## config.mk

```make
export PLATFORM = sky130hd
export DESIGN_NAME = lsu_fsm
export DESIGN_NICKNAME = d
export VERILOG_FILES = /design/src/logic/lsu_pkg.sv /design/src/logic/lsu_fsm.sv /design/src/logic/load_extract.sv /design/src/logic/store_align.sv
export SDC_FILE = /design/constraint.sdc
export NUM_CORES = 1
export LEC_CHECK = 0
export BUFFER_PORTS_ARGS = -buffer_cell sky130_fd_sc_hd__buf_4
export CAP_MARGIN = 20
export CELL_PAD_IN_SITES_DETAIL_PLACEMENT = 0
export CELL_PAD_IN_SITES_GLOBAL_PLACEMENT = 1
export CORE_ASPECT_RATIO = 1.2
export CORE_MARGIN = 8
export CORE_UTILIZATION = 34
export CTS_CLUSTER_DIAMETER = 60
export DETAILED_ROUTE_END_ITERATION = 8
export GPL_TIMING_DRIVEN = 0
export HOLD_SLACK_MARGIN = 0.15
export MAX_ROUTING_LAYER = met4
export PLACE_DENSITY = 0.82
export SYNTH_ARGS = -nofsm -noshare
export SYNTH_HDL_FRONTEND = slang
export SYNTH_SLANG_ARGS = --single-unit
```

## constraint.sdc

```tcl
create_clock -name clk -period 4.5 [get_ports clk]
set_clock_uncertainty 0.2 [all_clocks]
set_input_delay 0 -clock clk [delete_from_list [all_inputs] [get_ports clk]]
set_output_delay 0 -clock clk [all_outputs]
set_load 0.005 [all_outputs]
```

## src/logic/lsu_pkg.sv

```systemverilog
package lsu_pkg;

    localparam logic [31:0] SRAM_BASE    = 32'h8000_0000;
    localparam logic [31:0] SDRAM_BASE   = 32'hA000_0000;
    localparam logic [31:0] REGION_BYTES = 32'd2048;

    localparam int TIMER_W = 3;
    localparam logic [TIMER_W-1:0] SRAM_LAT  = 3'd1;  // cycles before acceptance
    localparam logic [TIMER_W-1:0] SDRAM_LAT = 3'd4;

    localparam logic [1:0] AXI_OKAY    = 2'b00;
    localparam logic [1:0] AXI_SLVERR  = 2'b10;
    localparam logic [1:0] BURST_FIXED = 2'b00;
    localparam logic [1:0] BURST_INCR  = 2'b01;

    typedef enum logic [1:0] {
        OP_NONE,
        OP_LOAD,
        OP_STORE
    } lsu_op_e;

    typedef enum logic [1:0] {
        SIZE_BYTE,
        SIZE_HALF,
        SIZE_WORD
    } mem_size_e;

    typedef struct packed {
        lsu_op_e     op;
        mem_size_e   size;
        logic        sext;   // sign extend on load
        logic [31:0] addr;
        logic [31:0] wdata;  // store data or alu result
        logic [4:0]  tag;    // rd
    } lsu_req_t;

    typedef struct packed {
        logic [31:0] rdata;
        logic [31:0] addr;
        logic        fault;
        logic [4:0]  tag;
    } lsu_resp_t;

    typedef struct packed {
        logic [31:0] addr;
        logic [2:0]  size;
        logic [1:0]  burst;
    } axi_ar_t;

    typedef axi_ar_t axi_aw_t;  // same layout as ar

    typedef struct packed {
        logic [31:0] data;
        logic [3:0]  strb;
    } axi_w_t;

    typedef struct packed {
        logic [1:0] resp;
    } axi_b_t;

    typedef struct packed {
        logic [31:0] data;
        logic [1:0]  resp;
    } axi_r_t;

    function automatic logic in_region(input logic [31:0] addr, input logic [31:0] base);
        return (addr >= base) && ((addr - base) < REGION_BYTES);
    endfunction

endpackage
```

## src/logic/lsu_fsm.sv

```systemverilog
`timescale 1ns/10ps
module lsu_fsm import lsu_pkg::*; (
    input  logic      clk,
    input  logic      rst,
    input  lsu_req_t  req,
    input  logic      req_valid,
    output logic      req_ready,
    output lsu_resp_t resp,
    output logic      resp_valid,
    input  logic      resp_ready,
    output axi_ar_t   ar,
    output logic      arvalid,
    input  logic      arready,
    output axi_aw_t   aw,
    output logic      awvalid,
    input  logic      awready,
    output axi_w_t    w,
    output logic      wvalid,
    input  logic      wready,
    input  axi_b_t    b,
    input  logic      bvalid,
    output logic      bready,
    input  axi_r_t    r,
    input  logic      rvalid,
    output logic      rready
);
    typedef enum logic [1:0] {IDLE, ADDR, WAIT, RESP} state_e;

    state_e      state;
    lsu_req_t    req_q;
    logic        misaligned;
    logic        req_mem;
    logic        is_load;
    logic        is_store;
    logic        addr_done;
    logic        bus_done;
    logic [2:0]  axi_size;
    logic [31:0] w_data;
    logic [3:0]  w_strb;
    logic [31:0] load_data;
    axi_ar_t     addr_ch;

    always_comb begin
        case (req.size)
            SIZE_BYTE: misaligned = 1'b0;
            SIZE_HALF: misaligned = req.addr[0];
            default:   misaligned = |req.addr[1:0];
        endcase
    end

    assign req_mem  = (req.op == OP_LOAD) || (req.op == OP_STORE);
    assign is_load  = (req_q.op == OP_LOAD);
    assign is_store = (req_q.op == OP_STORE);

    store_align u_store_align (
        .addr_lo  (req_q.addr[1:0]),
        .size     (req_q.size),
        .wdata    (req_q.wdata),
        .data     (w_data),
        .strb     (w_strb),
        .axi_size (axi_size)
    );

    load_extract u_load_extract (
        .addr_lo (req_q.addr[1:0]),
        .size    (req_q.size),
        .sext    (req_q.sext),
        .rword   (r.data),
        .rdata   (load_data)
    );

    always_comb begin
        addr_ch.addr  = req_q.addr;
        addr_ch.size  = axi_size;
        addr_ch.burst = in_region(req_q.addr, SDRAM_BASE) ? BURST_INCR : BURST_FIXED;
    end

    assign ar = addr_ch;
    assign aw = addr_ch;
    assign w  = '{data: w_data, strb: w_strb};

    assign req_ready  = (state == IDLE);
    assign resp_valid = (state == RESP);
    assign arvalid    = (state == ADDR) && is_load;
    assign awvalid    = (state == ADDR) && is_store;
    assign wvalid     = (state == ADDR) && is_store;  // raised with aw
    assign rready     = (state == WAIT) && is_load;
    assign bready     = (state == WAIT) && is_store;

    assign addr_done = is_load ? (arvalid && arready)
                               : (awvalid && awready && wvalid && wready);
    assign bus_done  = is_load ? (rvalid && rready) : (bvalid && bready);

    always_ff @(posedge clk or posedge rst) begin
        if (rst) begin
            state <= IDLE;
        end else begin
            case (state)
                IDLE: if (req_valid) state <= (req_mem && !misaligned) ? ADDR : RESP;
                ADDR: if (addr_done) state <= WAIT;
                WAIT: if (bus_done) state <= RESP;
                RESP: if (resp_ready) state <= IDLE;  // req_ready back next cycle
                default: state <= IDLE;
            endcase
        end
    end

    always_ff @(posedge clk) begin
        if (req_valid && req_ready) begin
            req_q       <= req;
            resp.addr   <= req.addr;
            resp.tag    <= req.tag;
            resp.rdata  <= req_mem ? 32'd0 : req.wdata;  // pass-through result
            resp.fault  <= req_mem && misaligned;
        end else if (bus_done) begin
            resp.rdata  <= (is_load && r.resp == AXI_OKAY) ? load_data : 32'd0;
            resp.fault  <= is_load ? (r.resp != AXI_OKAY) : (b.resp != AXI_OKAY);
        end
    end

endmodule

```

## src/logic/load_extract.sv

```systemverilog
`timescale 1ns/10ps
module load_extract import lsu_pkg::*; (
    input  logic [1:0]  addr_lo,
    input  mem_size_e   size,
    input  logic        sext,
    input  logic [31:0] rword,
    output logic [31:0] rdata
);
    logic [31:0] shifted;
    logic        sign;

    assign shifted = rword >> {addr_lo, 3'b000};  // addressed byte to lane 0

    always_comb begin
        case (size)
            SIZE_BYTE: begin
                sign  = sext & shifted[7];
                rdata = {{24{sign}}, shifted[7:0]};
            end
            SIZE_HALF: begin
                sign  = sext & shifted[15];
                rdata = {{16{sign}}, shifted[15:0]};
            end
            default: begin
                sign  = 1'b0;  // full word, nothing to extend
                rdata = shifted;
            end
        endcase
    end

endmodule

```

## src/logic/store_align.sv

```systemverilog
`timescale 1ns/10ps
module store_align import lsu_pkg::*; (
    input  logic [1:0]  addr_lo,
    input  mem_size_e   size,
    input  logic [31:0] wdata,
    output logic [31:0] data,
    output logic [3:0]  strb,
    output logic [2:0]  axi_size
);
    logic [3:0] strb_base;

    // move low bytes up to the addressed lane
    assign data = wdata << {addr_lo, 3'b000};

    always_comb begin
        case (size)
            SIZE_BYTE: begin
                strb_base = 4'b0001;
                axi_size  = 3'd0;
            end
            SIZE_HALF: begin
                strb_base = 4'b0011;
                axi_size  = 3'd1;
            end
            default: begin
                strb_base = 4'b1111;  // word
                axi_size  = 3'd2;
            end
        endcase
    end

    assign strb = strb_base << addr_lo;

endmodule

```

==> impl_metrics.toml <==
[clock_network]
htreeDepth = 3
clockBufferDepth = 2
cts_made_buffers = 9
cts_tree = "yes"
cts_setup_buffers = 0
cts_sinks = 109
holdBufCountCts = 129
clockRootBuffer = "clkbuf_16"
clkTransAtPathRegs_ps = 80
insertion_delay_ps = 350
post_cts_resized = 0

[power]
finalPower_mw = 3.70
powerDensity_mw_per_mm2 = 368
clock_power_share_pct = 20.6
internal_power_mw = 2.56
switching_share_pct = 30.6
pwr-share-comb_pct = 39.7
pwr-share-seq_pct = 39.7
leakagePower_nw = 4.47
power.switching_mw = 1.13
peakVddDrop_v = 0.000358

[drt]
via_per_inst = 4.58
drt_pass1_iterations = 4
wire_per_inst_microns = 19.2
dr.first_iter.drc_count = 245
num_vias = 5300
ant_nets = 0
wl_microns = 22200
drc_errors = 0

[setup_path]
path_cells = "buf_4 -> buf_4 -> buf_2 -> mux2i_1 -> dlygate4sd3_1 -> nor2_1 -> a21oi_1 -> dlygate4sd3_1 -> o21ai_0 -> dlygate4sd3_1"
start_kind = "register"
crit_arrival_ps = 3670
cpPeakStageDelay_ps = 570
cp_max_fo = 10
cp.required_ps = 4400
critPathCaptureType = "register"
crit_slowest_cell = "dlygate4sd3_1"
crit_buf_inv = 6
crit_family = "buffers and inverters"
path_common_cell = "dlygate4sd3_1"
crit_type = "reg -> reg"

[placed_design]
dp.cells = 1012
placed_area_sq_mm = 0.00848
dpl.hpwl_microns = 16800
io_buffers = 301
globalplace.congestion = 0.796

[global_routing]
grt_max_degree = 49
antenna_found_initial = 0
grt_pass1_wl_microns = 32700
grt_pass1_vias = 5699
grt_usage_pct = 20.2
grt-ovfl-total = 0

[floorplan]
die-width_microns = 136
ios = 306
start_util_pct = 34.2
core_region_area_sq_mm = 0.0172
die_h_microns = 160
die-area_sq_mm = 0.0219
num_rows = 53

[logic_synthesis]
yosys_warnings = 0
synth-edff-count = 107
ys_seq_elements = 109
synthDistinctLibCells = 48
syn_area_sq_mm = 0.00590
syn_avg_cell_area_sq_um = 12.1
synthCells = 487
ys_seq_area_share_pct = 55.3
synth-main-ff-cell = "edfxtp_1"
async_reset_ff_share_pct = 1.83

[timing]
rsz0062_at_grt = "false"
slew_headroom_pct = 40.8
final-hold-violation-count = 0
fmax_ghz = 0.265
final_max_slew_viol_count = 0
setup_violations = 0
finalCritPeriodShare_pct = 83.9
period_needed_ps = 3780
fin_hold_ws_ps = 172
worst_pin_slew_ps = 889

[finish]
fin_cells = 1157
final_common_cell = "buf_4"
final_util_pct = 58.3
antenna-diode-count = 0
fillers = 1520
fin_nets = 1056
area.growth.synth_to_final_pct = 70.1
final_area_sq_mm = 0.0100
layout_common_cells = "buf_4 (408), dlygate4sd3_1 (129), edfxtp_1 (107)"
drive_above_1_share_pct = 48.1

[job]
cap_violations = 0

[status]
status = "completed"

[min_path]
hold_class = "in -> reg"
## per-stage QoR
stage | TNS, ps | setup slack [ps]
floorplan | 0 | 885
global placement | -7500 | -230
CTS | 0 | 792
finish | 0 | 724
detailed placement | 0 | 1770
global route | 0 | 532
## power groups by stage
| stage | Sequential [mW] | Clock (mW) | Combinational, mW |
|---|---|---|---|
| floorplan | 1.47 | 0 | 0.617 |
| global placement | 1.50 | 0 | 1.29 |
| detailed placement | 1.49 | 0 | 1.32 |
| CTS | 1.47 | 0.784 | 1.48 |
| global route | 1.49 | 0.814 | 1.59 |
| finish | 1.47 | 0.763 | 1.47 |
## synthesized netlist by cell type (2+ instances only)
| master | instances | area (sq um) |
|---|---|---|
| buf_4 | 107 | 803 |
| o21ai_0 | 31 | 155 |
| mux2i_1 | 32 | 320 |
| nand3_1 | 2 | 10.0 |
| and3_1 | 3 | 18.8 |
| mux2_2 | 8 | 90.1 |
| nor2b_1 | 9 | 56.3 |
| clkbuf_1 | 15 | 56.3 |
| a211oi_1 | 9 | 67.6 |
| nor3_1 | 2 | 10.0 |
| a221o_1 | 17 | 170 |
| dfrtp_1 | 2 | 50.1 |
| buf_2 | 4 | 20.0 |
| nor2_1 | 22 | 82.6 |
| inv_1 | 7 | 26.3 |
| nand2b_1 | 3 | 18.8 |
| buf_6 | 4 | 45.0 |
| and3b_1 | 2 | 17.5 |
| nor4_1 | 2 | 12.5 |
| and2_1 | 10 | 62.6 |
| edfxtp_1 | 107 | 3210 |
| nand2_1 | 25 | 93.8 |
| a21oi_1 | 24 | 120 |
| or2_2 | 2 | 12.5 |
| nand3b_1 | 10 | 75.1 |
| or4_1 | 2 | 15.0 |
| ha_1 | 5 | 62.6 |
## flip-flops by register name, summed over array words and instances (netlist names)
name / flops
ar: 32
resp: 38
state: 2
req_q: 37
## layout make-up
| type | count | area (sq um) | area share (%) |
|---|---|---|---|
| inverter | 7 | 28.8 | 0.286 |
| multi-input combinational | 244 | 1700 | 16.9 |
| buffer | 130 | 925 | 9.21 |
| tap | 220 | 275 | 2.74 |
| clock buffer | 9 | 225 | 2.24 |
| sequential | 109 | 3260 | 32.5 |
| timing repair buffer | 431 | 3580 | 35.6 |
| clock inverter | 7 | 47.5 | 0.473 |
## kinds of logic after synthesis
| group | after synthesis | share of synthesized area, % |
|---|---|---|
| DFF | 109 | 55.3 |
| and+or+nand+nor | 102 | 9.49 |
| buffers and inverters | 137 | 16.1 |
| adders and majority gates | 5 | 1.06 |
| xor gates and xnor gates | 1 | 0.148 |
| other | 1 | 0.0635 |
| AOI/OAI and AO/OA | 91 | 10.5 |
| muxes | 41 | 7.33 |
## routing by layer
metal | wire, microns | vias up | track usage [%]
li1 | - | 2558 | -
met1 | 8740 | 2484 | 22.6
met2 | 11500 | 232 | 36.1
met3 | 1410 | 26 | 2.84
met4 | 477 | 0 | 6.55
met5 | 0 | - | -
## final timing paths
kind	startpoint	to	slack [ps]	depth (start not counted)
worst max-delay path	ar[5]$_DFFE_PP_	resp[40]$_DFFE_PP_	720	10
worst min-delay path	req[46]	ar[14]$_DFFE_PP_	170	2
worst max register to register	ar[5]$_DFFE_PP_	resp[40]$_DFFE_PP_	720	10
worst min register to register	state[1]$_DFFE_PP0P_	state[1]$_DFFE_PP0P_	440	2
min in group asynchronous	rst	state[1]$_DFFE_PP0P_	410	4
max in group asynchronous	rst	state[0]$_DFFE_PP0P_	3580	4
(Power assumes the default switching activity.)
